[src/cache_dma_pkg.sv]
// cache side is fixed at 32-bit words, 8-word blocks and 28-bit byte addresses, with 16 bits per bank
`default_nettype none

package cache_dma_pkg;

  localparam int cache_word_width = 32;
  localparam int block_words = 8;
  localparam int cache_addr_width = 28; // byte address
  localparam int bank_addr_width = 16;  // bits a single bank really uses

  // dma packet opcode
  typedef enum logic {
    DMA_READ  = 1'b0,
    DMA_WRITE = 1'b1
  } dma_op_e;

  // one block transfer request from a cache
  typedef struct packed {
    dma_op_e                     op;
    logic [cache_addr_width-1:0] addr;
    logic [block_words-1:0]      mask; // one bit per block word
  } dma_pkt_s;

endpackage

`default_nettype wire

[src/dram_chan_pkg.sv]
// dram channel has 64-bit beats and 24-bit byte addresses, so a 32-byte block takes four beats
`default_nettype none

package dram_chan_pkg;

  localparam int dram_data_width = 64;
  localparam int dram_addr_width = 24;
  localparam int words_per_beat = 2;
  localparam int beats_per_block = 4;

  typedef enum logic {
    DRAM_READ  = 1'b0,
    DRAM_WRITE = 1'b1
  } dram_op_e;

  typedef struct packed {
    dram_op_e                   op;
    logic [dram_addr_width-1:0] addr;
  } dram_req_s;

  typedef struct packed {
    logic [dram_data_width-1:0]   data;
    logic [dram_data_width/8-1:0] mask; // byte enables
  } dram_wdata_s;

  // read beat comes back with its own address
  typedef struct packed {
    logic [dram_data_width-1:0] data;
    logic [dram_addr_width-1:0] addr;
  } dram_rdata_s;

endpackage

`default_nettype wire

[src/dram_read_router.sv]
// no credit control; a beat that finds its cache queue too full to hold both words is dropped
`timescale 1ns/1ps
`default_nettype none

module dram_read_router #(
  parameter int num_cache_p = 4,
  localparam int idx_width_lp = (num_cache_p > 1) ? $clog2(num_cache_p) : 1
) (
  input  logic                                                        core_clk_i,
  input  logic                                                        core_reset_i,
  input  dram_chan_pkg::dram_rdata_s                                  dram_rdata_i,
  input  logic                                                        dram_rdata_v_i,
  output logic [num_cache_p-1:0][cache_dma_pkg::cache_word_width-1:0] dma_data_o,
  output logic [num_cache_p-1:0]                                      dma_data_v_o,
  input  logic [num_cache_p-1:0]                                      dma_data_ready_i
);

  import cache_dma_pkg::*;
  import dram_chan_pkg::*;

  localparam int rq_depth_lp = 2 * block_words; // two blocks per cache
  localparam int rq_ptr_width_lp = $clog2(rq_depth_lp);
  localparam int rq_cnt_width_lp = rq_ptr_width_lp + 1;

  logic [idx_width_lp-1:0] beat_idx;

  assign beat_idx = dram_rdata_i.addr[dram_addr_width-1 -: idx_width_lp]; // owner from top bits

  for (genvar c = 0; c < num_cache_p; c++) begin : g_queue
    logic [cache_word_width-1:0] mem_r [rq_depth_lp];
    logic [rq_ptr_width_lp-1:0]  wr_ptr_r;
    logic [rq_ptr_width_lp-1:0]  rd_ptr_r;
    logic [rq_cnt_width_lp-1:0]  cnt_r;
    logic                        push;
    logic                        pop;

    assign push = dram_rdata_v_i && (beat_idx == idx_width_lp'(c))
                  && (cnt_r <= rq_cnt_width_lp'(rq_depth_lp - words_per_beat));
    assign pop = dma_data_v_o[c] && dma_data_ready_i[c];

    // low word goes in first
    always_ff @(posedge core_clk_i) begin
      if (push) begin
        for (int w = 0; w < words_per_beat; w++) begin
          mem_r[wr_ptr_r + rq_ptr_width_lp'(w)] <=
            dram_rdata_i.data[w*cache_word_width +: cache_word_width];
        end
      end
    end

    always_ff @(posedge core_clk_i) begin
      if (core_reset_i) begin
        wr_ptr_r <= '0;
        rd_ptr_r <= '0;
        cnt_r <= '0;
      end else begin
        if (push) begin
          wr_ptr_r <= wr_ptr_r + rq_ptr_width_lp'(words_per_beat);
        end
        if (pop) begin
          rd_ptr_r <= rd_ptr_r + 1'b1;
        end
        cnt_r <= cnt_r + (push ? rq_cnt_width_lp'(words_per_beat) : '0)
                 - rq_cnt_width_lp'(pop);
      end
    end

    assign dma_data_o[c] = mem_r[rd_ptr_r];
    assign dma_data_v_o[c] = (cnt_r != '0); // one cycle after the dram beat
  end

endmodule

`default_nettype wire

[config.mk]
export PLATFORM = sky130hd
export DESIGN_NAME = dram_read_router
export DESIGN_NICKNAME = d
export VERILOG_FILES = /design/src/cache_dma_pkg.sv /design/src/dram_chan_pkg.sv /design/src/dram_read_router.sv
export SDC_FILE = /design/constraint.sdc
export NUM_CORES = 2
export LEC_CHECK = 0
export BUFFER_PORTS_ARGS = -buffer_cell sky130_fd_sc_hd__buf_2
export CELL_PAD_IN_SITES_DETAIL_PLACEMENT = 1
export CELL_PAD_IN_SITES_GLOBAL_PLACEMENT = 1
export CORE_MARGIN = 5
export CORE_UTILIZATION = 59
export DETAILED_ROUTE_END_ITERATION = 10
export GPL_ROUTABILITY_DRIVEN = 0
export PLACE_DENSITY_LB_ADDON = 0.1
export SYNTH_ARGS = -nofsm -noshare
export SYNTH_HDL_FRONTEND = slang
export SYNTH_SLANG_ARGS = --single-unit
[constraint.sdc]
create_clock -name core_clk_i -period 29.1 [get_ports core_clk_i]
set_input_delay 7.275 -clock core_clk_i [delete_from_list [all_inputs] [get_ports core_clk_i]]
set_output_delay 7.275 -clock core_clk_i [all_outputs]
set_load 0.005 [all_outputs]
* Yosys cells after proc, flatten, opt, wreduce, memory -nomap -nowiden
Memory sizes are Yosys's and may differ from the RTL's. A register that Yosys moved wholly into a read port is not among the register bits.
Index checks and enable logic that the tools add are counted.
** Cells by class
- $add $sub $neg :: 20
- $lt $le $gt $ge :: 4
- Equality and inequality tests :: 3
- Muxes and demuxes :: 20
- Reduce and logical (&&, ||, !) cells :: 17
** Operator list (count)
- adder 4 x 1 -> 4 bit (second input constant) :: 8
- two-way mux 4 bit :: 8
- adder 5 x 2 -> 5 bit :: 4
- <= comparator 5 x 4 -> 1 bit (second input constant) :: 4
- nonzero test 5 bit :: 4
- subtractor 5 x 1 -> 5 bit :: 4
- adder 4 x 2 -> 4 bit (second input constant) :: 4
- logical AND 1 bit :: 12
- two-way mux 1 bit :: 8
- two-way mux 2 bit :: 4
- == test 2 bit (second input constant) :: 2
- == test 2 x 1 -> 1 bit (second input constant) :: 1
- zero test 2 bit :: 1
** Storage, ports and cells
- Register bits :: 52
- RAM bits :: 2048
- Bits of input ports :: 95
- Output and inout bits :: 132
- Logic and storage cells :: 80
- Memories kept :: 4
** Memory list
- g_queue[0].mem_r :: depth 16, bits a word 32, read ports 1, clocked after memory_dff 1, write ports 2, line dram_read_router.sv:30 : logic [cache_word_width-1:0] mem_r [rq_depth_lp];
- g_queue[1].mem_r :: depth 16, bits a word 32, read ports 1, clocked after memory_dff 1, write ports 2, line dram_read_router.sv:30
- g_queue[2].mem_r :: depth 16, bits a word 32, read ports 1, clocked after memory_dff 1, write ports 2, line dram_read_router.sv:30
- g_queue[3].mem_r :: depth 16, bits a word 32, read ports 1, clocked after memory_dff 1, write ports 2, line dram_read_router.sv:30

* Logic depth before layout (Yosys ltp)
- Word-level depth :: 6
- Depth in mapped cells :: 13
- Mapped depth without buffers :: 12

* Worst setup path after synthesis
No wires, ideal clock.
- Path kind :: input port to flip-flop
- From :: in dram_rdata_i[22] (netlist name)
- To :: mem g_queue[3].mem_r[2][0], enable pin
- Library setup time :: 666 ps
- Data arrival time :: 14317 ps
- Required time :: 28434 ps
- Setup slack :: 14116 ps
- Cell stages on the path :: 4
- Path buffers :: 1
- Cells stage by stage :: nand4b_1 -> a41o_1 -> buf_2 -> nor4b_1
** RTL lines
- from (decl) :: line dram_read_router.sv:11 : input dram_chan_pkg::dram_rdata_s dram_rdata_i,
- to (decl) :: line dram_read_router.sv:30

==> flow_metrics.tcl <==
set metrics [dict create \
    outcome "complete, no violations" \
    fin_ws_ns 17.55 \
    synth_top_area_share 0.774 \
    clk_latency_ns 0.83 \
    clock.fmax_mhz 86.6 \
    synth_fa_ha_area_frac 0.00730 \
    path_common_cell "buf_4" \
    synth_cell_type_count 37 \
    die_area_um2 142000 \
    final_max_slew_viol_count 0 \
    reg2reg_slack_ns 25.26 \
    initial_utilization 0.595 \
    synth_compound_area_frac 0.0261 \
    finClkSkew_ns 0.0317 \
    dp_slack_ns 18.20 \
    synth_xor_area_frac 0.00264 \
    yosysMostFrequentCell "edfxtp_1" \
    fin_crit_ns 11.55 \
    p_per_area_nw_per_um2 81.1 \
    grt-ovfl-total 0 \
    drive_above_1_share 0.290 \
    synth-async-reset-ratio 0 \
    coreArea_um2 134000 \
    drt_wl_total_um 198000 \
    min_path_type "reg -> reg" \
    rsz0062_at_grt "false" \
    ys_top_cells_by_count "2,048 x edfxtp_1, 512 x mux4_2, 256 x a22oi_1" \
    io_buffer_count 204 \
    hold_buffers 0 \
    wl_per_cell_um 34.5 \
    design_area_um2 89400 \
    num_io_pins 227 \
    n_fill_cell 10400 \
    row_count 134 \
    critical-path-top-delay-family "buffers and inverters" \
    wl_met2_um 102000 \
    synthSimpleGateAreaFrac 0.0157 \
    met1_length_um 72900 \
    critPathBufInv 3 \
    ir_drop_uv 60.0 \
    hold_violations 0 \
    route.detailed.drc 0 \
    synth_edf_count 2048 \
    synth_area_leader_cell "edfxtp_1" \
    grt_pass1_vias 41800 \
    ys.flop_type "edfxtp_1" \
    rr_endpoint "g_queue[0].mem_r[5][18]$_DFFE_PP_" \
    synthesis.nets 3621 \
    setup_viol 0 \
    syn2layout_area_growth_pct 12.4 \
    cp_data_required_time_ns 21.82 \
    total_leakage_power_nw 28.0 \
    drv_cap 0 \
    timing.rr.start "g_queue[0].cnt_r[4]$_SDFF_PP0_" \
    crit_chain "buf_4 > buf_4 > mux4_2 > a22oi_1 > nand2_1 > buf_2" \
    rr_worst_depth 5 \
    slew_headroom 0.167 \
    synth_area_leaders "edfxtp_1 77%, mux4_2 15%, a22oi_1 2.4%" \
    synth_cells 3482 \
    drtPass1Iterations 5 \
    cts-root-buf "clkbuf_16" \
    critPathCapture "dma_data_o[43]" \
    tns_ns 0 \
    viasPerCell 6.66 \
    ys_warn_count 0 \
    cts_buffer_depth 3 \
    dpl_cell_area_um2 82900 \
    drt_iter0_markers 4500 \
    nets 3935 \
    synthMuxAreaShare 0.146 \
    clkSlewWorstSetupHoldPaths_ns 0.06 \
    cts_resized 0 \
    cp.arrival_ns 4.28 \
    critical_path.max_stage_delay_ns 0.76 \
    cts_buffers 203 \
    ys_seq_area_frac 0.790 \
    grt_max_degree 66 \
    antenna_left 0 \
    cp-end-kind "output port" \
    grt_pass1_wl_um 290000 \
    fin_crit_sh 0.397 \
    fp.dieH_um 377 \
    gr-usage-all-layers 0.285 \
    whs_ns 0.499 \
    vias 38200 \
    tritoncts "yes" \
    path_class "reg -> out" \
    worst-path-stages 6 \
    worstMarginPinSlew_ns 1.25 \
    synth_top_family_by_area "multiplexers" \
    cts_sinks 2112 \
    dp_hpwl_um 109000 \
    route.met3.wl_um 16800 \
    die_w_um 377 \
    cp-start-kind "flip-flop" \
    cts.htree.levels 4 \
    slowest_stage "buf_4" \
    cts_setup_buffers 0 \
    yosys_register_bits 2112 \
    path_max_fanout 41 \
    antenna_found_initial 9 \
    syn_avg_cell_area_um2 22.8 \
    top_layer "met5" \
    final_core_util 0.669 \
    mappedNetlistArea_um2 79500 \
]
[flip-flops by register name, indices dropped and copies added (netlist names), named ones only]
signal            cells
g_queue.cnt_r        20
g_queue.mem_r      2048
g_queue.wr_ptr_r     12
g_queue.rd_ptr_r     16
[power by group]
group	switching, mW	leakage (nW)	internal (mW)	total [mW]
logic	0.609	5.86	0.603	1.21
clock network	1.11	3.16	1.46	2.58
registers	0.0716	19.0	3.39	3.46
total	1.79	28.0	5.45	7.25
[layout make-up]
cell class	instances	area, um^2	area share
Antenna cell	2	5.00	0.0000560
Clock buffer	251	5300	0.0593
Clock inverter	126	1190	0.0133
Inverter	43	161	0.00181
Multi-Input combinational cell	1143	16000	0.179
Sequential cell	2112	62800	0.703
Tap cell	1768	2210	0.0248
Timing Repair Buffer	293	1690	0.0189
[cells by family after synthesis]
| group | count (synthesis) |
|---|---|
| and+or+nand+nor | 278 |
| adders and majority gates | 44 |
| DFF | 2112 |
| buffers and inverters | 227 |
| AOI/OAI and AO/OA | 281 |
| xor gates and xnor gates | 24 |
| muxes | 516 |
[per-layer routing]
layer / global-route usage / vias up
met4: 0.0943 / 2
li1: - / 15300
met1: 0.383 / 20500
met3: 0.0541 / 335
met5: 0 / -
met2: 0.480 / 2009
[placed cells by master, fill, tap and decap left out, drive strengths merged, types with 4 or more instances in the layout]
cell	count
buf	293
and2	4
dfxtp	64
clkinv	93
xor2	18
nand2b	9
inv	50
bufinv	19
a21oi	12
nor2b	17
edfxtp	2048
clkinvlp	7
xnor2	6
nand3	15
mux2i	4
clkbuf	251
fa	4
o21bai	4
nor3	10
a22oi	256
nand2	142
and3	4
nor2	58
mux4	512
ha	40
or4b	4
o21ai	5
[per-stage QoR]
stage | power, mW | cells
global route | 7.54 | 5737
CTS | 7.31 | 5736
global placement | 4.68 | 5359
finish | 7.25 | 5738
floorplan | 4.38 | 3482
detailed placement | 4.74 | 5359
[worst min-delay path by stage]
stage | from | to | cells past startpoint
after detailed placement | g_queue[0].wr_ptr_r[1]$_SDFFE_PP0P_ | g_queue[0].wr_ptr_r[1]$_SDFFE_PP0P_ | 2
after floorplan | g_queue[0].wr_ptr_r[1]$_SDFFE_PP0P_ | g_queue[0].wr_ptr_r[1]$_SDFFE_PP0P_ | 2
after global routing | g_queue[0].wr_ptr_r[1]$_SDFFE_PP0P_ | g_queue[0].wr_ptr_r[1]$_SDFFE_PP0P_ | 2
after CTS | g_queue[2].wr_ptr_r[1]$_SDFFE_PP0P_ | g_queue[2].wr_ptr_r[1]$_SDFFE_PP0P_ | 2
final | g_queue[2].wr_ptr_r[1]$_SDFFE_PP0P_ | g_queue[2].wr_ptr_r[1]$_SDFFE_PP0P_ | 2
after global placement | g_queue[0].wr_ptr_r[1]$_SDFFE_PP0P_ | g_queue[0].wr_ptr_r[1]$_SDFFE_PP0P_ | 2
[worst register-to-register path, delay by kind of cell (launching register included)]
| kind | cells | cell delay (ns) |
|---|---|---|
| AND/OR/NAND/NOR | 3 | 1.96 |
| buffers and inverters | 1 | 0.71 |
| flip-flops | 1 | 0.32 |
| AO/OA/AOI/OAI | 1 | 0.41 |
Note: power is estimated with default switching activity, not from simulation.
