==> config.mk <==
export PLATFORM = sky130hd
export DESIGN_NAME = dram_write_packer
export DESIGN_NICKNAME = d
export VERILOG_FILES = /design/src/cache_dma_pkg.sv /design/src/dram_chan_pkg.sv /design/src/dram_write_packer.sv
export SDC_FILE = /design/constraint.sdc
export NUM_CORES = 1
export LEC_CHECK = 0
export BUFFER_PORTS_ARGS = -buffer_cell sky130_fd_sc_hd__buf_2
export CORE_UTILIZATION = 50
export CTS_CLUSTER_DIAMETER = 50
export CTS_CLUSTER_SIZE = 30
export DETAILED_ROUTE_END_ITERATION = 8
export HOLD_SLACK_MARGIN = 0.15
export PLACE_DENSITY = 0.86
export SLEW_MARGIN = 0
export SYNTH_ARGS = -nofsm -noshare
export SYNTH_HDL_FRONTEND = slang
export SYNTH_SLANG_ARGS = --single-unit
==> constraint.sdc <==
create_clock -name core_clk_i -period 7.1 [get_ports core_clk_i]
set_input_delay 0.355 -clock core_clk_i [delete_from_list [all_inputs] [get_ports core_clk_i]]
set_output_delay 0.355 -clock core_clk_i [all_outputs]
set_load 0.01 [all_outputs]
==> src/cache_dma_pkg.sv <==
// cache side is fixed at 32-bit words, 8-word blocks and 28-bit byte addresses, with 16 bits per bank
`default_nettype none

package cache_dma_pkg;

  localparam int cache_word_width = 32;
  localparam int block_words = 8;
  localparam int cache_addr_width = 28; // byte address
  localparam int bank_addr_width = 16;  // bits a single bank really uses

  // dma packet opcode
  typedef enum logic {
    DMA_READ  = 1'b0,
    DMA_WRITE = 1'b1
  } dma_op_e;

  // one block transfer request from a cache
  typedef struct packed {
    dma_op_e                     op;
    logic [cache_addr_width-1:0] addr;
    logic [block_words-1:0]      mask; // one bit per block word
  } dma_pkt_s;

endpackage

`default_nettype wire

==> src/dram_chan_pkg.sv <==
// dram channel has 64-bit beats and 24-bit byte addresses, so a 32-byte block takes four beats
`default_nettype none

package dram_chan_pkg;

  localparam int dram_data_width = 64;
  localparam int dram_addr_width = 24;
  localparam int words_per_beat = 2;
  localparam int beats_per_block = 4;

  typedef enum logic {
    DRAM_READ  = 1'b0,
    DRAM_WRITE = 1'b1
  } dram_op_e;

  typedef struct packed {
    dram_op_e                   op;
    logic [dram_addr_width-1:0] addr;
  } dram_req_s;

  typedef struct packed {
    logic [dram_data_width-1:0]   data;
    logic [dram_data_width/8-1:0] mask; // byte enables
  } dram_wdata_s;

  // read beat comes back with its own address
  typedef struct packed {
    logic [dram_data_width-1:0] data;
    logic [dram_addr_width-1:0] addr;
  } dram_rdata_s;

endpackage

`default_nettype wire

==> src/dram_write_packer.sv <==
// each cache must send its write words in block order; one beat is collected while none is held
`timescale 1ns/1ps
`default_nettype none

module dram_write_packer #(
  parameter int num_cache_p = 4,
  localparam int idx_width_lp = (num_cache_p > 1) ? $clog2(num_cache_p) : 1
) (
  input  logic                                                    core_clk_i,
  input  logic                                                    core_reset_i,
  input  logic                                                    wcmd_v_i,
  input  logic [idx_width_lp-1:0]                                 wcmd_idx_i,
  input  logic [dram_chan_pkg::words_per_beat-1:0]                wcmd_mask_i,
  output logic                                                    wcmd_ready_o,
  input  logic [num_cache_p-1:0][cache_dma_pkg::cache_word_width-1:0] dma_data_i,
  input  logic [num_cache_p-1:0]                                  dma_data_v_i,
  output logic [num_cache_p-1:0]                                  dma_data_yumi_o,
  output dram_chan_pkg::dram_wdata_s                              dram_wdata_o,
  output logic                                                    dram_wdata_v_o,
  input  logic                                                    dram_wdata_yumi_i
);

  import cache_dma_pkg::*;
  import dram_chan_pkg::*;

  localparam int cq_depth_lp = 4;
  localparam int cq_ptr_width_lp = $clog2(cq_depth_lp);
  localparam int bytes_per_word_lp = cache_word_width / 8;
  localparam int wsel_width_lp = $clog2(words_per_beat);

  typedef struct packed {
    logic [idx_width_lp-1:0]   idx;
    logic [words_per_beat-1:0] mask;
  } wcmd_s;

  wcmd_s                      cq_mem [cq_depth_lp];
  logic [cq_ptr_width_lp-1:0] cq_wr_r;
  logic [cq_ptr_width_lp-1:0] cq_rd_r;
  logic [cq_ptr_width_lp:0]   cq_cnt_r;
  logic                       cq_push;
  logic                       cq_pop;
  wcmd_s                      head;

  logic [wsel_width_lp-1:0]   word_r;   // next word slot within the beat
  logic                       hold_v_r; // finished beat waiting for yumi
  dram_wdata_s                beat_r;
  logic                       take;
  logic [dram_data_width/8-1:0] byte_mask;

  // command queue
  assign wcmd_ready_o = (cq_cnt_r != (cq_ptr_width_lp + 1)'(cq_depth_lp));
  assign cq_push = wcmd_v_i && wcmd_ready_o;
  assign head = cq_mem[cq_rd_r];

  always_ff @(posedge core_clk_i) begin
    if (cq_push) begin
      cq_mem[cq_wr_r] <= '{idx: wcmd_idx_i, mask: wcmd_mask_i};
    end
  end

  // word collector
  assign take = (cq_cnt_r != '0) && !hold_v_r && dma_data_v_i[head.idx];
  assign cq_pop = take && (word_r == wsel_width_lp'(words_per_beat - 1));

  always_comb begin
    dma_data_yumi_o = '0;
    dma_data_yumi_o[head.idx] = take;
  end

  // word mask bit spread over that word's bytes
  always_comb begin
    for (int w = 0; w < words_per_beat; w++) begin
      byte_mask[w*bytes_per_word_lp +: bytes_per_word_lp] = {bytes_per_word_lp{head.mask[w]}};
    end
  end

  always_ff @(posedge core_clk_i) begin
    if (take) begin
      beat_r.data[word_r*cache_word_width +: cache_word_width] <= dma_data_i[head.idx];
      beat_r.mask <= byte_mask;
    end
  end

  always_ff @(posedge core_clk_i) begin
    if (core_reset_i) begin
      cq_wr_r <= '0;
      cq_rd_r <= '0;
      cq_cnt_r <= '0;
      word_r <= '0;
      hold_v_r <= 1'b0;
    end else begin
      if (cq_push) begin
        cq_wr_r <= cq_wr_r + 1'b1;
      end
      if (cq_pop) begin
        cq_rd_r <= cq_rd_r + 1'b1;
      end
      cq_cnt_r <= cq_cnt_r + (cq_ptr_width_lp + 1)'(cq_push) - (cq_ptr_width_lp + 1)'(cq_pop);
      if (take) begin
        word_r <= cq_pop ? '0 : word_r + 1'b1;
      end
      if (cq_pop) begin
        hold_v_r <= 1'b1;
      end else if (dram_wdata_yumi_i) begin
        hold_v_r <= 1'b0;
      end
    end
  end

  assign dram_wdata_o = beat_r;
  assign dram_wdata_v_o = hold_v_r;

endmodule

`default_nettype wire

Word level (Yosys, flattened, before mapping)
Memories as Yosys holds them, arrays and structs flattened. A register that Yosys moved wholly into a read port is not among the register bits.
Cells that the tools add are included.
{ "word_totals": {"out_inout_bits": 78, "ram_bits": 16, "ff_bits": 78, "mem_count": 1} }
{ "memory_table": {"columns": ["name", "depth", "width", "read_ports", "rd_clocked_by_memory_dff", "wr", "line", "source"], "rows": [
  ["cq_mem", 4, 4, 1, 1, 1, "dram_write_packer.sv:36", "wcmd_s cq_mem [cq_depth_lp];"]
]} }
{ "classes": {"addsub": 6, "n_shift": 2, "bitwise_logic": 1, "mux": 14, "reduce_logical": 8, "n_lt_le_gt_ge": 2, "n_eq_ne": 1} }
{ "op_table": {"columns": ["op", "count"], "rows": [
  ["32-bit binary-select mux with 2-bit select", 1],
  ["64-bit bitwise mux", 1],
  ["32-bit by 34-bit variable shift with 64-bit output (first input constant)", 1],
  ["32-bit by 34-bit indexed part select with 64-bit output", 1],
  ["6-bit negator with 34-bit output", 1],
  ["32-bit two-way mux", 1],
  ["1-bit two-way mux", 7],
  ["1-bit logical AND", 5],
  ["2-bit by 1-bit adder with 2-bit output (second input constant)", 2],
  ["4-bit AND", 1],
  ["2-bit two-way mux", 2],
  ["3-bit by 1-bit adder with 3-bit output", 1],
  ["2-bit by 3-bit less-than comparator with 1-bit output (second input constant)", 1],
  ["3-bit != test (second input constant)", 1],
  ["3-bit nonzero test", 1],
  ["3-bit by 1-bit subtractor with 3-bit output", 1],
  ["1-bit binary-select mux with 2-bit select", 1],
  ["1-bit demux with 2-bit select", 1],
  ["2-bit by 1-bit >= comparator with 1-bit output (second input constant)", 1],
  ["2-bit nonzero test", 1],
  ["1-bit adder (second input constant)", 1],
  ["1-bit zero test", 1]
]} }

Longest topological paths before layout
{ "depth": {"ltp_word": 6, "mapped_depth": 12, "ltp_nobuf": 11} }

Least setup slack after synthesis
Ideal clock, no wire load.
{ "synth_path": {"kind": "flip-flop to flip-flop", "start": "register with a tool-made name", "end": "register cq_cnt_r[2]", "path_stages_with_launch": 12, "required_ns": 6.972, "setup_slack_ns": 3.722, "t_arrival_ns": 3.250, "setup_ns": 0.128, "n_path_buf": 1, "cell_sequence": "dfxtp_1 > buf_6 > mux4_2 > or4b_4 > o22ai_4 > ha_1 > inv_1 > ha_1 > fa_1 > xnor2_1 > xnor2_1 > nor2_1"} }
{ "synth_rtl": {"columns": ["item", "line", "source"], "rows": [
  ["end signal, assigned", "dram_write_packer.sv:98", "cq_cnt_r <= cq_cnt_r + (cq_ptr_width_lp + 1)'(cq_push) - (cq_ptr_width_lp + 1)'(cq_pop);"],
  ["end, declared", "dram_write_packer.sv:39", "logic [cq_ptr_width_lp:0] cq_cnt_r;"]
]} }

==> flow_metrics.py <==
metrics = {
    "critical_path": {
        "arrival_ns": 3.76,
        "regToRegSetupSlack_ns": 3.58,
        "r2r_cells": 10,
        "worst_ep_required_time_ns": 7.33,
        "crit_path_start_kind": "register",
        "slowest_delay_ns": 0.97,
        "critPathBufInv": 1,
        "cp-end-kind": "register",
        "crit_family": "multiplexers",
        "cp_slowest_cell": "mux4_2",
        "critPathMaxFanout": 39,
        "path_cells": "mux4_2, or4b_4, o22ai_4, ha_1, inv_1, ha_1, fa_1, xnor2_1, xnor2_1, nor2_1",
        "crit_type": "register to register",
        "worst-path-stages": 10,
    },
    "cells_and_area": {
        "diodes": 0,
        "stdcell_area_um2": 5790,
        "area_delta_synth_final_pct": 29.3,
        "final_common_cell": "buf_2",
        "drive_above_1_share_pct": 56.1,
        "final_nets": 634,
        "mostFrequentLayoutCells": "217 x buf_2, 82 x edfxtp_1, 36 x mux4_2, 34 x nor2b_1, 33 x and2_1",
        "stdcell_count": 600,
    },
    "placed_design": {
        "dp_hpwl_mm": 7.44,
        "place_area_um2": 5580,
        "dp.cells": 584,
        "portBuffers": 217,
        "gp_congestion": 0.781,
        "post-place-ws_ns": 3.56,
    },
    "yosys": {
        "ys_seq_elements": 93,
        "synth-xor-area-share_pct": 0.978,
        "syn_area_per_cell_um2": 15.9,
        "synth_cell_type_count": 30,
        "synthSimpleGateAreaFrac_pct": 12.7,
        "synth_top_family_by_area": "multiplexers",
        "syn_inst": 281,
        "synthMuxAreaShare_pct": 19.0,
        "ys_seq_area_share_pct": 59.9,
        "synth_fp_nets": 428,
        "netlist_area_um2": 4480,
        "synthAdderAreaFrac_pct": 2.12,
        "synth_compound_area_share_pct": 1.29,
        "yosysWarnings": 0,
    },
    "sta": {
        "rsz0062_at_grt": "no",
        "final.setup_skew_ns": 0.0137,
        "setup_ws_ns": 3.58,
        "max_freq_mhz": 284,
        "holdWs_ns": 0.224,
        "final.setup.tns_ns": 0,
        "drv_slew": 0,
        "setup_viol": 0,
        "maxSlewHeadroom_pct": 30.8,
        "min_period_ns": 3.52,
        "tightest_slew_ns": 1.04,
        "hold_violations": 0,
        "period_share_pct": 49.6,
    },
    "floorplan": {
        "core-area_um2": 8680,
        "ios": 218,
        "dieWidth_um": 96.6,
        "die_height_um": 96.6,
        "rows": 34,
        "die-area_um2": 9340,
        "start_util_pct": 51.6,
    },
    "drt": {
        "viasPerCell": 5.12,
        "ant_nets": 0,
        "drtIter0Drc": 95,
        "drc": 0,
        "firstDrtPassIters": 4,
        "vias": 3074,
        "wl_per_cell_um": 16.3,
        "wl_mm": 9.81,
    },
    "min_path": {
        "hold_path_depth": 1,
        "hold_path_class": "primary input to register",
    },
    "pwr": {
        "powerDensity_nw_per_um2": 310,
        "switching_share_pct": 31.0,
        "leakage_nw": 2.43,
        "peakVddDrop_uv": 198,
        "seqPwrFrac_pct": 47.8,
        "internal_power_w": 0.00124,
        "pwr-share-comb_pct": 32.1,
        "clockPowerShare_pct": 20.2,
        "p_sw_w": 0.000557,
    },
    "clock_network": {
        "cts_tree": "yes",
        "clockBufferDepth": 2,
        "ctsResizeCount": 0,
        "cts_buffers": 9,
        "cts-root-buf": "clkbuf_8",
        "cts_max_level": 3,
        "cts.sinks": 93,
        "holdBufCountCts": 0,
        "clk_pin_slew_ns": 0.09,
        "clock_latency_ns": 0.35,
        "cts_setup_buffers": 0,
    },
    "grt": {
        "track_usage_pct": 21.2,
        "grt_pass1_wl_mm": 15.2,
        "grt.overflow.total": 0,
        "antenna_found_initial": 0,
        "grt_pass1_vias": 3190,
        "grt_max_degree": 69,
    },
    "job": {
        "maxCapViolCount": 0,
    },
    "run_status": {
        "status": "finished, final reports clean",
    },
}
## routing by layer
metal  GRT usage (%)  vias up  wire [µm]
met2            37.6      137       5230
met4            8.61        0        240
met5               0        -          0
met1            24.5     1462       3740
li1                -     1455          -
met3            5.06       20        594
## cells in the mapped netlist, drive strengths merged
cell type   n  share of area [%]
edfxtp     82                 55
mux4       36                 18
nor2b      34                4.7
and2       33                4.6
buf        12                2.2
clkbuf     12                1.0
dfxtp      11                4.9
nor2       11               0.92
inv         9               0.75
ha          6                1.7
nand2       5               0.42
xnor2       5               0.98
and3        4               0.56
a21oi       3               0.34
mux2i       3               0.67
nor3        3               0.34
or3         2               0.28
a31o        1               0.20
fa          1               0.45
mux2        1               0.25
nand2b      1               0.14
nand3b      1               0.17
nand4b      1               0.20
o21ai       1               0.11
o22a        1               0.20
o22ai       1               0.45
or4b        1               0.31
## through the flow
stage	power (W)	util [%]
final	0.00179	66.7
after global routing	0.00189	66.7
after CTS	0.00181	66.7
after detailed placement	0.00146	64.3
after global placement	0.00143	64.3
after floorplan	0.00126	-
## path summary, 6_finish.rpt
kind	start	end
hold / removal	wcmd_mask_i[1]	cq_mem[0][1]
hold reg to reg	cq_wr_r[1]	cq_wr_r[1]
setup / recovery	register	cq_cnt_r[2]
setup reg to reg	register	cq_cnt_r[2]
## kinds of logic after synthesis
family / count (synthesis)
compound gates: 7
xor+xnor: 5
fa+ha+maj: 7
buf+inv: 33
flops: 93
mux: 40
simple gates: 96
## power by group through the flow
stage,clock network [W],logic (W),registers (W)
2_1_floorplan,0,0.000396,0.000865
3_3_place_gp,0,0.000562,0.000863
3_5_place_dp,0,0.000586,0.000871
4_1_cts,0.000364,0.000586,0.000859
5_1_grt,0.000386,0.000632,0.000877
6_report,0.000362,0.000576,0.000857
## final cells by class
cell class,instances,area (µm²)
clock inverters,4,55.1
multi-input cells,155,1620
inverters,9,33.8
well taps,108,135
flip-flops and latches,93,2680
fillers,633,2890
clock buffers,12,155
repair buffers,219,1100
## registers in the layout (all words and copies together), names as in the netlist, named ones only
name	flops
cq_cnt_r	3
cq_mem	16
cq_rd_r	2
cq_wr_r	2
dram_wdata_o	66
dram_wdata_v_o	1
word_r	1
No activity file was read; power rests on OpenSTA's default activity.
