<file path="config.mk">
export PLATFORM = sky130hd
export DESIGN_NAME = dram_req_splitter
export DESIGN_NICKNAME = d
export VERILOG_FILES = /design/src/cache_dma_pkg.sv /design/src/dram_chan_pkg.sv /design/src/dram_req_splitter.sv
export SDC_FILE = /design/constraint.sdc
export NUM_CORES = 1
export LEC_CHECK = 0
export BUFFER_PORTS_ARGS = -buffer_cell sky130_fd_sc_hd__buf_4
export CORE_MARGIN = 3
export CORE_UTILIZATION = 60
export DETAILED_ROUTE_END_ITERATION = 7
export PLACE_DENSITY = 0.85
export SYNTH_ARGS = -nofsm -noshare
export SYNTH_HDL_FRONTEND = slang
export SYNTH_SLANG_ARGS = --single-unit
</file>
<file path="constraint.sdc">
create_clock -name core_clk_i -period 4.55 [get_ports core_clk_i]
set_clock_uncertainty 0.2 [all_clocks]
set_input_delay 0.6825 -clock core_clk_i [delete_from_list [all_inputs] [get_ports core_clk_i]]
set_output_delay 0.6825 -clock core_clk_i [all_outputs]
set_load 0.02 [all_outputs]
</file>
<file path="src/cache_dma_pkg.sv">
// cache side is fixed at 32-bit words, 8-word blocks and 28-bit byte addresses, with 16 bits per bank
`default_nettype none

package cache_dma_pkg;

  localparam int cache_word_width = 32;
  localparam int block_words = 8;
  localparam int cache_addr_width = 28; // byte address
  localparam int bank_addr_width = 16;  // bits a single bank really uses

  // dma packet opcode
  typedef enum logic {
    DMA_READ  = 1'b0,
    DMA_WRITE = 1'b1
  } dma_op_e;

  // one block transfer request from a cache
  typedef struct packed {
    dma_op_e                     op;
    logic [cache_addr_width-1:0] addr;
    logic [block_words-1:0]      mask; // one bit per block word
  } dma_pkt_s;

endpackage

`default_nettype wire

</file>
<file path="src/dram_chan_pkg.sv">
// dram channel has 64-bit beats and 24-bit byte addresses, so a 32-byte block takes four beats
`default_nettype none

package dram_chan_pkg;

  localparam int dram_data_width = 64;
  localparam int dram_addr_width = 24;
  localparam int words_per_beat = 2;
  localparam int beats_per_block = 4;

  typedef enum logic {
    DRAM_READ  = 1'b0,
    DRAM_WRITE = 1'b1
  } dram_op_e;

  typedef struct packed {
    dram_op_e                   op;
    logic [dram_addr_width-1:0] addr;
  } dram_req_s;

  typedef struct packed {
    logic [dram_data_width-1:0]   data;
    logic [dram_data_width/8-1:0] mask; // byte enables
  } dram_wdata_s;

  // read beat comes back with its own address
  typedef struct packed {
    logic [dram_data_width-1:0] data;
    logic [dram_addr_width-1:0] addr;
  } dram_rdata_s;

endpackage

`default_nettype wire

</file>
<file path="src/dram_req_splitter.sv">
// one block at a time, four requests per block; wcmd_v_o is only raised while wcmd_ready_i is high
`timescale 1ns/1ps
`default_nettype none

module dram_req_splitter #(
  parameter int num_cache_p = 4,
  parameter int req_queue_depth_p = 16,
  localparam int idx_width_lp = (num_cache_p > 1) ? $clog2(num_cache_p) : 1
) (
  input  logic                                      core_clk_i,
  input  logic                                      core_reset_i,
  input  cache_dma_pkg::dma_pkt_s                   grant_pkt_i,
  input  logic [idx_width_lp-1:0]                   grant_idx_i,
  input  logic                                      grant_v_i,
  output logic                                      grant_yumi_o,
  output logic                                      wcmd_v_o,
  output logic [idx_width_lp-1:0]                   wcmd_idx_o,
  output logic [dram_chan_pkg::words_per_beat-1:0]  wcmd_mask_o,
  input  logic                                      wcmd_ready_i,
  output dram_chan_pkg::dram_req_s                  dram_req_o,
  output logic                                      dram_req_v_o,
  input  logic                                      dram_req_yumi_i
);

  import cache_dma_pkg::*;
  import dram_chan_pkg::*;

  localparam int beat_bits_lp = $clog2(beats_per_block);
  localparam int byte_off_lp = $clog2(dram_data_width / 8);
  localparam int block_off_lp = beat_bits_lp + byte_off_lp;
  localparam int pad_width_lp = dram_addr_width - bank_addr_width - idx_width_lp;
  localparam int qptr_width_lp = $clog2(req_queue_depth_p);
  localparam int qcnt_width_lp = qptr_width_lp + 1;

  typedef enum logic {
    SPLIT_IDLE,
    SPLIT_BURST
  } split_state_e;

  split_state_e            state_r;
  logic [beat_bits_lp-1:0] beat_r;
  dma_pkt_s                pkt_r;
  logic [idx_width_lp-1:0] idx_r;

  dma_pkt_s                cur_pkt;
  logic [idx_width_lp-1:0] cur_idx;
  logic [beat_bits_lp-1:0] cur_beat;
  logic                    cur_wr;
  logic                    can_issue;
  logic                    issue;
  logic                    last_beat;
  dram_req_s               new_req;

  dram_req_s                q_mem [req_queue_depth_p];
  logic [qptr_width_lp-1:0] q_wr_r;
  logic [qptr_width_lp-1:0] q_rd_r;
  logic [qcnt_width_lp-1:0] q_cnt_r;
  logic                     q_full;
  logic                     q_pop;

  function automatic logic [qptr_width_lp-1:0] q_next(input logic [qptr_width_lp-1:0] p);
    return (p == qptr_width_lp'(req_queue_depth_p - 1)) ? '0 : p + 1'b1;
  endfunction

  // beat 0 comes straight from the arbiter, later beats from the captured packet
  always_comb begin
    if (state_r == SPLIT_IDLE) begin
      cur_pkt = grant_pkt_i;
      cur_idx = grant_idx_i;
      cur_beat = '0;
    end else begin
      cur_pkt = pkt_r;
      cur_idx = idx_r;
      cur_beat = beat_r;
    end
  end

  assign cur_wr = (cur_pkt.op == DMA_WRITE);
  assign can_issue = !q_full && (!cur_wr || wcmd_ready_i); // writes also need packer room
  assign issue = can_issue && ((state_r == SPLIT_BURST) || grant_v_i);
  assign grant_yumi_o = (state_r == SPLIT_IDLE) && grant_v_i && can_issue;
  assign last_beat = (cur_beat == beat_bits_lp'(beats_per_block - 1));

  assign wcmd_v_o = issue && cur_wr;
  assign wcmd_idx_o = cur_idx;
  // reads keep a full mask
  assign wcmd_mask_o = cur_wr ? cur_pkt.mask[cur_beat*words_per_beat +: words_per_beat] : '1;

  // cache index on top, then pad, block address, beat index, byte offset
  always_comb begin
    new_req.op = cur_wr ? DRAM_WRITE : DRAM_READ;
    new_req.addr = {cur_idx,
                    {pad_width_lp{1'b0}},
                    cur_pkt.addr[bank_addr_width-1:block_off_lp],
                    cur_beat,
                    {byte_off_lp{1'b0}}};
  end

  always_ff @(posedge core_clk_i) begin
    if (core_reset_i) begin
      state_r <= SPLIT_IDLE;
      beat_r <= '0;
    end else if (issue) begin
      state_r <= last_beat ? SPLIT_IDLE : SPLIT_BURST;
      beat_r <= last_beat ? '0 : cur_beat + 1'b1;
    end
  end

  always_ff @(posedge core_clk_i) begin
    if (grant_yumi_o) begin
      pkt_r <= grant_pkt_i;
      idx_r <= grant_idx_i;
    end
  end

  // request queue
  assign q_full = (q_cnt_r == qcnt_width_lp'(req_queue_depth_p));
  assign q_pop = dram_req_v_o && dram_req_yumi_i;

  always_ff @(posedge core_clk_i) begin
    if (core_reset_i) begin
      q_wr_r <= '0;
      q_rd_r <= '0;
      q_cnt_r <= '0;
    end else begin
      if (issue) begin
        q_wr_r <= q_next(q_wr_r);
      end
      if (q_pop) begin
        q_rd_r <= q_next(q_rd_r);
      end
      q_cnt_r <= q_cnt_r + qcnt_width_lp'(issue) - qcnt_width_lp'(q_pop);
    end
  end

  always_ff @(posedge core_clk_i) begin
    if (issue) begin
      q_mem[q_wr_r] <= new_req;
    end
  end

  assign dram_req_o = q_mem[q_rd_r];
  assign dram_req_v_o = (q_cnt_r != '0); // earliest one cycle after enqueue

endmodule

`default_nettype wire

</file>
Yosys cells after proc, flatten, opt, wreduce, memory -nomap -nowiden
Memories as Yosys holds them, arrays and structs flattened. A register that Yosys moved wholly into a read port is not among the register bits.
Index checks and enable logic that the tools add are counted.
Widths: inputs -> output; s select.
{"block": "classes", "magnitude_cmp": 0, "n_shift": 1, "n_div": 0, "mul": 0, "bitwise_logic": 1, "n_mux": 13, "n_addsub": 5, "eq_ne": 4, "n_reduce_logical": 11}
{"cell": "$mux 37", "count": 1}
{"cell": "$mux 4", "count": 4}
{"cell": "$add 4x1->4 const B", "count": 2}
{"cell": "$eq 4x4->1 const B", "count": 2}
{"cell": "$mux 2", "count": 4}
{"cell": "$shiftx 8x4->2", "count": 1}
{"cell": "$logic_and 1x1->1", "count": 6}
{"cell": "$add 5x1->5", "count": 1}
{"cell": "$eq 5x5->1 const B", "count": 1}
{"cell": "$reduce_bool 5->1", "count": 1}
{"cell": "$sub 5x1->5", "count": 1}
{"cell": "$mux 1", "count": 4}
{"cell": "$add 2x1->2 const B", "count": 1}
{"cell": "$eq 2x2->1 const B", "count": 1}
{"cell": "$logic_not 1->1", "count": 2}
{"cell": "$logic_or 1x1->1", "count": 2}
{"cell": "$not 1->1", "count": 1}
{"block": "totals", "ff_bits": 55, "latch_bits": 0, "ram_bits": 256, "in_bits": 44, "mem_count": 1, "wordCells": 45, "output_inout_bits": 32, "mem_bits_ro": 0}
{"name": "q_mem", "depth": 16, "width": 16, "rd": 1, "rd_ports_with_merged_regs": 1, "write_ports": 1, "line": "dram_req_splitter.sv:54", "rtl": "dram_req_s q_mem [req_queue_depth_p];"}

Longest topological paths before layout
Gate-level depths: netlist of run 1.
{"block": "depth", "ltp_word": 7, "ltp_mapped": 14, "mapped_depth_nobuf": 13}

Least setup slack after synthesis of run 1
No wires, ideal clock.
{"block": "synth_timing", "path_kind": "in2out", "from": "in grant_pkt_i[36] in the netlist's numbering", "to": "out grant_yumi_o", "n_path_buf": 0, "t_arrival_ps": 2562, "stages": 4, "setup_slack_ps": 1105, "t_required_ps": 3668, "path_cell_list": "mux2_4 > a21oi_1 > nand2_1 > nor2_1"}
{"block": "synth_between", "elab_chain_len": 5}
{"item": "start: declaration", "line": "dram_req_splitter.sv:12", "rtl": "input cache_dma_pkg::dma_pkt_s grant_pkt_i,"}
{"item": "$mux 37", "line": "dram_req_splitter.sv:67", "rtl": "if (state_r == SPLIT_IDLE) begin"}
{"item": "$logic_not 1->1", "line": "dram_req_splitter.sv:79", "rtl": "assign can_issue = !q_full && (!cur_wr || wcmd_ready_i);"}
{"item": "$logic_or 1x1->1", "line": "dram_req_splitter.sv:79"}
{"item": "$logic_and 1x1->1", "line": "dram_req_splitter.sv:79"}
{"item": "$logic_and 1x1->1", "line": "dram_req_splitter.sv:81", "rtl": "assign grant_yumi_o = (state_r == SPLIT_IDLE) && grant_v_i && can_issue;"}
{"item": "end: declaration", "line": "dram_req_splitter.sv:15", "rtl": "output logic grant_yumi_o,"}
Every way passes these cells.

==> reports/results.ini, run 1 <==
[clocking]
clock_latency_ns = 0.55
clk_pin_slew_ns = 0.06
cts_setup_buffers = 0
clockBufferDepth = 3
cts.repair.resized = 0
cts_sinks = 298
cts-root-buf = clkbuf_16
numCtsBuffers = 28
h-tree-depth = 1
cts_tree = built
hold_buffers = 0

[power]
power.share.clock_pct = 34.1
switching_share_pct = 25.61
ir_drop_uv = 322.8
power_mw = 6.934
power_switching_mw = 1.776
internal_power_mw = 5.158
power_density_mw_per_mm2 = 521.4
p_leak_nw = 4.353
comb_power_share_pct = 17.8
seq_power_share_pct = 48.1

[worst_setup_path]
reg2reg_from = q_cnt_r[2]
crit_required_ns = 3.67
worst_setup_path_start_kind = flip-flop
crit_path_end_kind = output pin
reg2regPathDepth = 13
cp_max_fo = 36
reg2reg_slack_ns = 1.27
critPathArrivalTime_ns = 2.92
r2r_end = q_cnt_r[4]
worstSetupPathType = flip-flop to output pin

[logic_synthesis]
synth_top_family_by_area = multiplexers
synth_adder_area_share_pct = 1.460
synth_seq_area_share_pct = 75.04
ys_async_sr_fraction_pct = 0
synth_edf_count = 278
synth_top_area_share_pct = 71.60
synth_cell_types = 38
synthSimpleGateAreaFrac_pct = 3.091
yosysWarningCount = 0
synth_area_leader_cell = edfxtp_1
synth_most_common_cell = edfxtp_1
synth.avg_cell_area_um2 = 20.31
yosys-top-cells-area = edfxtp_1, mux4_2, dfxtp_1
ys_ff_latch = 298
synthTopCellsByCount = edfxtp_1, mux4_2, a22oi_1
synthesis.instances = 574
synth-compound-area-share_pct = 3.338
synthMuxAreaShare_pct = 14.56
netlist_area_mm2 = 0.01166
ys.flop_type = edfxtp_1
synth_xor_area_share_pct = 0.3756

[sta]
timing.final.crit_period_ns = 3.804
hold_violations = 0
rsz0062_at_grt = false
fin_crit_sh_pct = 83.60
final_max_slew_viol_count = 0
whs_ns = 0.1157
fmax_ghz = 0.2629
setup_viol = 0
maxSlewHeadroom_pct = 23.55
worst_pin_slew_ns = 1.142
timing.setup.tns_ns = 0

[finish]
insertedDiodeCount = 0
utilization_pct = 70.38
fill_cells = 1101
layout.nets = 700
drive_gt1_share_pct = 30.12
syn2layout_area_growth_pct = 14.06
final_cells = 924

[drt]
vias = 5907
route.antenna.remaining_nets = 0
detail_route.wl_per_cell_um = 26.66
drc_errors = 0
viasPerCell = 6.393
routed_wirelength_mm = 24.63
first_pass_iters = 5
drt_iter0_drc = 666

[placement]
post-place-cells = 873
hpwl_mm = 13.77
place_congestion = 0.7574
placement.io_buffers = 49

[worst_hold_path]
holdCritPathClass = input pin to flip-flop
holdCritStartpoint = grant_pkt_i[19]
hold_end = pkt_r[19]
whs_path_depth = 1

[floorplanning]
ios = 76
die_area_mm2 = 0.02114
die_w_um = 145.4
die_y_um = 145.4
num_rows = 50
floorplan.initialDensity_pct = 61.71
core_mm2 = 0.01889

[global_routing]
grt_usage_pct = 23.41
first_global_vias = 6178
antenna_found_initial = 0
grt_max_degree = 37
overflow = 0
grt_pass1_wl_mm = 37.26

[flow_run]
max_cap_violations = 0

[outcome]
outcome = finished, final reports clean

-- power groups by stage --
stage | sequential, mW | clock, mW | combinational (mW)
finish | 3.33 | 2.36 | 1.24
global route | 3.36 | 2.50 | 1.34
CTS | 3.34 | 2.40 | 1.25
detailed placement | 3.39 | 0 | 1.23
global placement | 3.38 | 0 | 1.17
floorplan | 3.30 | 0 | 0.938
-- registers in the layout, summed over array words and instances (netlist names), named ones only --
register,flops
q_mem,256
pkt_r,20
q_cnt_r,5
q_rd_r,4
q_wr_r,4
beat_r,2
idx_r,2
state_r,1
-- routing by layer --
metal / vias to the layer above / routed length (um) / track usage, %
met5: - / 0 / 0
met4: 0 / 805 / 8.405
met3: 70 / 1855 / 4.173
met2: 316 / 12520 / 38.84
met1: 3052 / 9451 / 31.99
li1: 2469 / - / -
-- critical path: stages (launching register included) --
cell and delay (ns):
dfxtp_4 0.73, buf_12 0.37, mux4_2 0.57, a22oi_1 0.29, nand2_1 0.19, buf_4 0.20
-- area by class of cell --
| class | instances | area [um2] | share of cell area (%) |
|---|---|---|---|
| Sequential cell | 298 | 8753 | 65.83 |
| Inverter | 12 | 45.04 | 0.3387 |
| Tap cell | 260 | 325.3 | 2.446 |
| Timing Repair Buffer | 66 | 520.5 | 3.914 |
| Clock buffer | 33 | 719.4 | 5.410 |
| Clock inverter | 18 | 219.0 | 1.647 |
| Multi-Input combinational cell | 237 | 2715 | 20.42 |
-- per-stage QoR --
step | setup WS (ns) | instance area, um2
after floorplan | 1.105 | 11690
after global placement | 1.220 | 12360
after detailed placement | 1.044 | 12360
after CTS | 0.6446 | 13300
after global routing | 0.5593 | 13300
final | 0.7460 | 13300
-- worst max-delay path by stage --
| stage | to | slack, ns | depth (start not counted) |
|---|---|---|---|
| 3_5_place_dp | q_mem[6][5] | 1.04 | 4 |
| 5_1_grt | dram_req_o[22] | 0.56 | 5 |
| 6_report | dram_req_o[22] | 0.75 | 5 |
| 2_1_floorplan | grant_yumi_o | 1.11 | 4 |
| 3_3_place_gp | q_mem[6][8] | 1.22 | 4 |
| 4_1_cts | dram_req_o[22] | 0.64 | 5 |
-- kinds of logic after synthesis --
group,Yosys count
fa+ha+maj,13
flops,298
xor+xnor,5
simple gates,72
mux,85
buf+inv,47
other cells,1
compound gates,53
-- cell usage in the layout (no fill, tap or decap), types with 7 or more instances in the layout --
| cell type | count |
|---|---|
| ha_1 | 12 |
| nor2_1 | 13 |
| and3_1 | 13 |
| mux2_2 | 13 |
| dfxtp_1 | 18 |
| edfxtp_1 | 278 |
| nand2_1 | 23 |
| clkinvlp_4 | 7 |
| a21oi_1 | 11 |
| mux4_2 | 66 |
| conb_1 | 9 |
| clkbuf_16 | 28 |
| a22oi_1 | 32 |
| inv_1 | 12 |
| buf_4 | 64 |
Power figures use the tool's default switching activity.
==> run 2: changes to the inputs <==
==> constraint.sdc (replaced) <==
create_clock -name core_clk_i -period 3.89 [get_ports core_clk_i]
set_clock_uncertainty 0.2 [all_clocks]
set_input_delay 0.5835 -clock core_clk_i [delete_from_list [all_inputs] [get_ports core_clk_i]]
set_output_delay 0.5835 -clock core_clk_i [all_outputs]
set_load 0.02 [all_outputs]
==> reports/results.ini, run 2 (same netlist as run 1, synthesis figures left out) <==
[outcome]
outcome = finished, final reports clean  ; unchanged

[floorplanning]
die_w_um = 145.4  ; unchanged
num_rows = 50  ; unchanged
core_mm2 = 0.01889  ; unchanged
floorplan.initialDensity_pct = 61.71  ; unchanged
ios = 76  ; unchanged
die_y_um = 145.4  ; unchanged
die_area_mm2 = 0.02114  ; unchanged

[drt]
drt_iter0_drc = 695  ; was 666
first_pass_iters = 5  ; unchanged
detail_route.wl_per_cell_um = 27.03  ; was 26.66 um
routed_wirelength_mm = 25.25  ; was 24.63 mm
viasPerCell = 6.388  ; was 6.393
route.antenna.remaining_nets = 0  ; unchanged
drc_errors = 0  ; unchanged
vias = 5966  ; was 5,907

[global_routing]
grt_pass1_wl_mm = 37.63  ; was 37.26 mm
grt_usage_pct = 23.86  ; was 23.41%
grt_use_met1_pct = 31.01  ; was 31.99%
first_global_vias = 6221  ; was 6,178
overflow = 0  ; unchanged
grt.busiest_layer = met2  ; unchanged
gr-usage-met3_pct = 4.485  ; was 4.173%
grtUsageMet2_pct = 41.04  ; was 38.84%
antenna_found_initial = 0  ; unchanged
grt_max_degree = 65  ; was 37

[worst_setup_path]
cp_max_fo = 21  ; was 36
crit_path_end_kind = output pin  ; unchanged
cp.buffers_inverters = 2  ; unchanged
slowest_delay_ns = 0.62  ; was 0.73 ns
worstSetupPathType = flip-flop to output pin  ; unchanged
crit_required_ns = 3.11  ; was 3.67 ns
cp_top_family = flip-flops  ; unchanged
critPathArrivalTime_ns = 2.69  ; was 2.92 ns
crit_chain = buf_4 > mux4_2 > a22oi_1 > nand2_1 > buf_4  ; was buf_12 > mux4_2 > a22oi_1 > nand2_1 > buf_4
timing.critical_path.mode_cell = buf_4
worst_setup_path_start_kind = flip-flop  ; unchanged
critPathSlowestCell = dfxtp_4  ; unchanged

[worst_hold_path]
holdCritPathClass = input pin to flip-flop  ; unchanged

[sta]
fmax_ghz = 0.2881
final_max_slew_viol_count = 0  ; unchanged
fin_crit_sh_pct = 89.24
timing.setup.tns_ns = 0  ; unchanged
hold_violations = 0  ; unchanged
timing.final.crit_period_ns = 3.471
maxSlewHeadroom_pct = 29.89  ; was 23.55%
worst_pin_slew_ns = 1.052  ; was 1.142 ns
setup_viol = 0  ; unchanged
rsz0062_at_grt = false  ; unchanged
fin_ws_ns = 0.4187  ; was 0.7460 ns

[clocking]
cts-root-buf = clkbuf_16  ; unchanged
h-tree-depth = 1  ; unchanged
clock_latency_ns = 0.54  ; was 0.55 ns
cts_sinks = 298  ; unchanged
hold_buffers = 0  ; unchanged
cts.repair.resized = 0  ; unchanged
cts_tree = built  ; unchanged
cts_setup_buffers = 0  ; unchanged
clk_pin_slew_ns = 0.06  ; about the same
clockBufferDepth = 3  ; unchanged
numCtsBuffers = 29  ; was 28

[placement]
hpwl_mm = 13.60  ; was 13.77 mm
preCtsSetupSlack_ns = 0.6152  ; was 1.044 ns
place_congestion = 0.7383  ; was 0.7574
postPlaceCellArea_mm2 = 0.01241  ; was 0.01236 mm2
placement.io_buffers = 49  ; unchanged
post-place-cells = 881  ; was 873

[finish]
fill_cells = 1120  ; was 1,101
final_cells = 934  ; was 924
reg_top3 = q_mem x256, pkt_r x20, q_cnt_r x5  ; unchanged
final_cell_mix = edfxtp_1, buf_4, mux4_2  ; was edfxtp_1, mux4_2, buf_4
layout_commonest_cell = edfxtp_1  ; unchanged
insertedDiodeCount = 0  ; unchanged
top_register = q_mem  ; unchanged
utilization_pct = 70.87  ; was 70.38%
layout.nets = 709  ; was 700
syn2layout_area_growth_pct = 14.85  ; was 14.06%
drive_gt1_share_pct = 30.27  ; was 30.12%
finalInstanceArea_mm2 = 0.01339  ; was 0.01330 mm2
largest_register_ffs = 256  ; unchanged

[power]
ir_drop_uv = 448.4  ; was 322.8 uV
p_leak_nw = 4.444  ; was 4.353 nW
power_density_mw_per_mm2 = 614.4  ; was 521.4 mW/mm2

[flow_run]
max_cap_violations = 0  ; unchanged

-- run 2: worst paths after layout --
| kind | startpoint | to | slack [ns] | cells past startpoint |
|---|---|---|---|---|
| worst min-delay path | grant_pkt_i[23] | pkt_r[23] | 0.03 | 1 |
| worst max-delay path | flip-flop | dram_req_o[4] | 0.42 | 5 |
| worst max register to register | q_cnt_r[3] | q_cnt_r[4] | 0.60 | 13 |
| worst min register to register | q_rd_r[1] | flip-flop | 0.31 | 2 |
-- run 2: per-stage QoR --
stage                     total power, mW  hold slack (ns)
after floorplan                     4.962           0.2629
after global placement              5.332           0.2775
after detailed placement            5.419           0.2855
after CTS                           8.276          0.01015
after global routing                8.512         0.008280
final                               8.227          0.02580
-- run 2: per-layer routing --
| metal | share of wire (%) | wire length [um] | vias to the layer above |
|---|---|---|---|
| li1 | - | - | 2483 |
| met1 | 36 | 9180 | 3061 |
| met2 | 51 | 12980 | 344 |
| met3 | 8.3 | 2089 | 78 |
| met4 | 4.0 | 1001 | 0 |
| met5 | 0 | 0 | - |
-- run 2: area by class of cell --
class                           count  area, um2  share of cell area, %
Tap cell                          260      325.3                  2.429
Sequential cell                   298       8753                  65.37
Clock inverter                     16      202.7                  1.514
Clock buffer                       37      775.7                  5.793
Multi-Input combinational cell    237       2708                  20.22
Inverter                           12      45.04                 0.3364
Timing Repair Buffer               74      580.6                  4.336
-- run 2: power by group --
| part | internal (mW) | switching (mW) |
|---|---|---|
| registers | 3.76 | 0.112 |
| logic | 0.687 | 0.807 |
| clock network | 1.73 | 1.13 |
-- run 2: worst reg2reg max path, delay by kind of cell, from the launching register on --
kind	cells	cell delay (ns)
flip-flops	1	0.32
AND/OR/NAND/NOR	4	1.16
AO/OA/AOI/OAI	2	0.30
buffers and inverters	3	0.18
adder cells (fa/ha/maj)	4	1.06
==> run 3: changes to the inputs <==
--- a/config.mk
+++ b/config.mk
@@ -6,10 +6,11 @@
 export NUM_CORES = 1
 export LEC_CHECK = 0
 export BUFFER_PORTS_ARGS = -buffer_cell sky130_fd_sc_hd__buf_4
+export CAP_MARGIN = 25
 export CORE_MARGIN = 3
-export CORE_UTILIZATION = 60
+export CORE_UTILIZATION = 35
 export DETAILED_ROUTE_END_ITERATION = 7
-export PLACE_DENSITY = 0.85
+export PLACE_DENSITY = 0.57
 export SYNTH_ARGS = -nofsm -noshare
 export SYNTH_HDL_FRONTEND = slang
 export SYNTH_SLANG_ARGS = --single-unit
==> constraint.sdc (replaced) <==
create_clock -name core_clk_i -period 4.3 [get_ports core_clk_i]
set_clock_uncertainty 0.2 [all_clocks]
set_input_delay 0.645 -clock core_clk_i [delete_from_list [all_inputs] [get_ports core_clk_i]]
set_output_delay 0.645 -clock core_clk_i [all_outputs]
set_load 0.02 [all_outputs]
==> reports/results.ini, run 3 (same netlist as run 1, synthesis figures left out) <==
[power]
power_density_mw_per_mm2 = 536.3  ; was 614.4 mW/mm2
ir_drop_uv = 317.4  ; was 448.4 uV
p_leak_nw = 4.429  ; was 4.444 nW

[global_routing]
first_global_vias = 6074  ; was 6,221
grt_usage_pct = 13.95  ; was 23.86%
grt_use_met1_pct = 19.44  ; was 31.01%
gr-usage-met3_pct = 2.102  ; was 4.485%
antenna_found_initial = 0  ; unchanged
overflow = 0  ; unchanged
grt.busiest_layer = met2  ; unchanged
grt_max_degree = 34  ; was 65
grt_pass1_wl_mm = 37.52  ; was 37.63 mm
grtUsageMet2_pct = 23.46  ; was 41.04%

[finish]
drive_gt1_share_pct = 30.87  ; was 30.27%
top_register = q_mem  ; unchanged
layout_commonest_cell = edfxtp_1  ; unchanged
insertedDiodeCount = 0  ; unchanged
syn2layout_area_growth_pct = 16.55  ; was 14.85%
reg_top3 = q_mem x256, pkt_r x20, q_cnt_r x5  ; unchanged
final_cells = 1119  ; was 934
layout.nets = 712  ; was 709
final_cell_mix = edfxtp_1, buf_4, mux4_2  ; unchanged
fill_cells = 2926  ; was 1,120
largest_register_ffs = 256  ; unchanged

[sta]
maxSlewHeadroom_pct = 36.37  ; was 29.89%
setup_viol = 0  ; unchanged
hold_violations = 0  ; unchanged
fmax_ghz = 0.2821
timing.setup.tns_ns = 0  ; unchanged
final_max_slew_viol_count = 0  ; unchanged
timing.final.crit_period_ns = 3.545
worst_pin_slew_ns = 0.9545  ; was 1.052 ns
rsz0062_at_grt = false  ; unchanged
fin_crit_sh_pct = 82.44

[floorplanning]
num_rows = 66  ; was 50
die_y_um = 188.5  ; was 145.4 um
core_mm2 = 0.03270  ; was 0.01889 mm2
die_area_mm2 = 0.03554  ; was 0.02114 mm2
die_w_um = 188.5  ; was 145.4 um
floorplan.initialDensity_pct = 35.65  ; was 61.71%
ios = 76  ; unchanged

[clocking]
cts.repair.resized = 0  ; unchanged
numCtsBuffers = 30  ; was 29
cts_tree = built  ; unchanged
h-tree-depth = 1  ; unchanged
clk_pin_slew_ns = 0.06  ; about the same
clockBufferDepth = 3  ; unchanged
hold_buffers = 0  ; unchanged
cts_sinks = 298  ; unchanged
cts_setup_buffers = 0  ; unchanged
clock_latency_ns = 0.55  ; was 0.54 ns
cts-root-buf = clkbuf_16  ; unchanged

[drt]
routed_wirelength_mm = 24.81  ; was 25.25 mm
route.antenna.remaining_nets = 0  ; unchanged
first_pass_iters = 4  ; was 5
drc_errors = 0  ; unchanged
viasPerCell = 5.067  ; was 6.388
detail_route.wl_per_cell_um = 22.17  ; was 27.03 um
vias = 5670  ; was 5,966
drt_iter0_drc = 507  ; was 695

[worst_setup_path]
worst_setup_path_start_kind = flip-flop  ; unchanged
reg2reg_from = q_cnt_r[3]  ; unchanged
critPathArrivalTime_ns = 2.70  ; was 2.69 ns
cp_max_fo = 33  ; was 21
crit_path_end_kind = output pin  ; unchanged
worstSetupPathType = flip-flop to output pin  ; unchanged
reg2regPathDepth = 13  ; unchanged
crit_required_ns = 3.45  ; was 3.11 ns
reg2reg_slack_ns = 0.99  ; was 0.60 ns
r2r_end = q_cnt_r[4]  ; unchanged

[worst_hold_path]
whs_path_depth = 1  ; unchanged
holdCritPathClass = input pin to flip-flop  ; unchanged
hold_end = idx_r[0]  ; was pkt_r[23]
holdCritStartpoint = grant_idx_i[0]  ; was grant_pkt_i[23]

[flow_run]
max_cap_violations = 0  ; unchanged

[placement]
place_congestion = 0.7295  ; was 0.7383
placement.io_buffers = 49  ; unchanged
hpwl_mm = 14.71  ; was 13.60 mm
post-place-cells = 1065  ; was 881

[outcome]
outcome = finished, final reports clean  ; unchanged

-- run 3: cell type report --
type                    count  area [um2]  area share [%]
clock buffers              42       827.0           6.087
repair buffers             76       595.6           4.383
inverters                  12       45.04          0.3315
multi-input cells         237        2713           19.96
clock inverters            12       101.3          0.7459
well taps                 442       553.0           4.070
flip-flops and latches    298        8753           64.42
-- run 3: worst max-delay path by stage --
stage	slack, ns	end	startpoint	depth (start not counted)
3_5_place_dp	0.99	q_cnt_r[4]	q_cnt_r[3]	13
4_1_cts	0.66	dram_req_o[14]	flip-flop	5
5_1_grt	0.54	dram_req_o[22]	flip-flop	5
6_report	0.76	dram_req_o[14]	flip-flop	5
3_3_place_gp	1.11	q_cnt_r[4]	q_cnt_r[3]	13
2_1_floorplan	0.93	grant_yumi_o	grant_pkt_i[36]	4
-- run 3: worst max-delay path, cell delays in order, from the launching register on --
cell and delay [ns]:
dfxtp_4 0.79, buf_4 0.34, mux4_2 0.51, a22oi_1 0.23, nand2_1 0.10, buf_4 0.17
-- run 3: metrics by stage --
step                setup slack [ns]  power (mW)  area (um2)  utilization, %  hold slack (ns)
floorplan                     0.9304       4.489       11690               -           0.2629
global placement               1.113       4.871       12660           38.71           0.2697
detailed placement            0.9885       4.934       12660           38.71           0.3072
CTS                           0.6631       7.379       13590           41.55          0.05165
global route                  0.5386       7.616       13590           41.55          0.05373
finish                        0.7552       7.287       13590           41.55          0.07726
-- run 3: report_power, final --
| part | total [mW] | switching, mW | internal (mW) |
|---|---|---|---|
| sequential | 3.53 | 0.127 | 3.40 |
| clock | 2.45 | 1.05 | 1.40 |
| combinational | 1.31 | 0.685 | 0.626 |
| total | 7.29 | 1.86 | 5.43 |
-- run 3: layer usage --
metal | vias up | part of all wire (%) | wire, um
met5 | - | 0 | 0
met4 | 0 | 2.0 | 484
met3 | 34 | 3.7 | 928
met2 | 126 | 50 | 12320
met1 | 3016 | 45 | 11070
li1 | 2494 | - | -
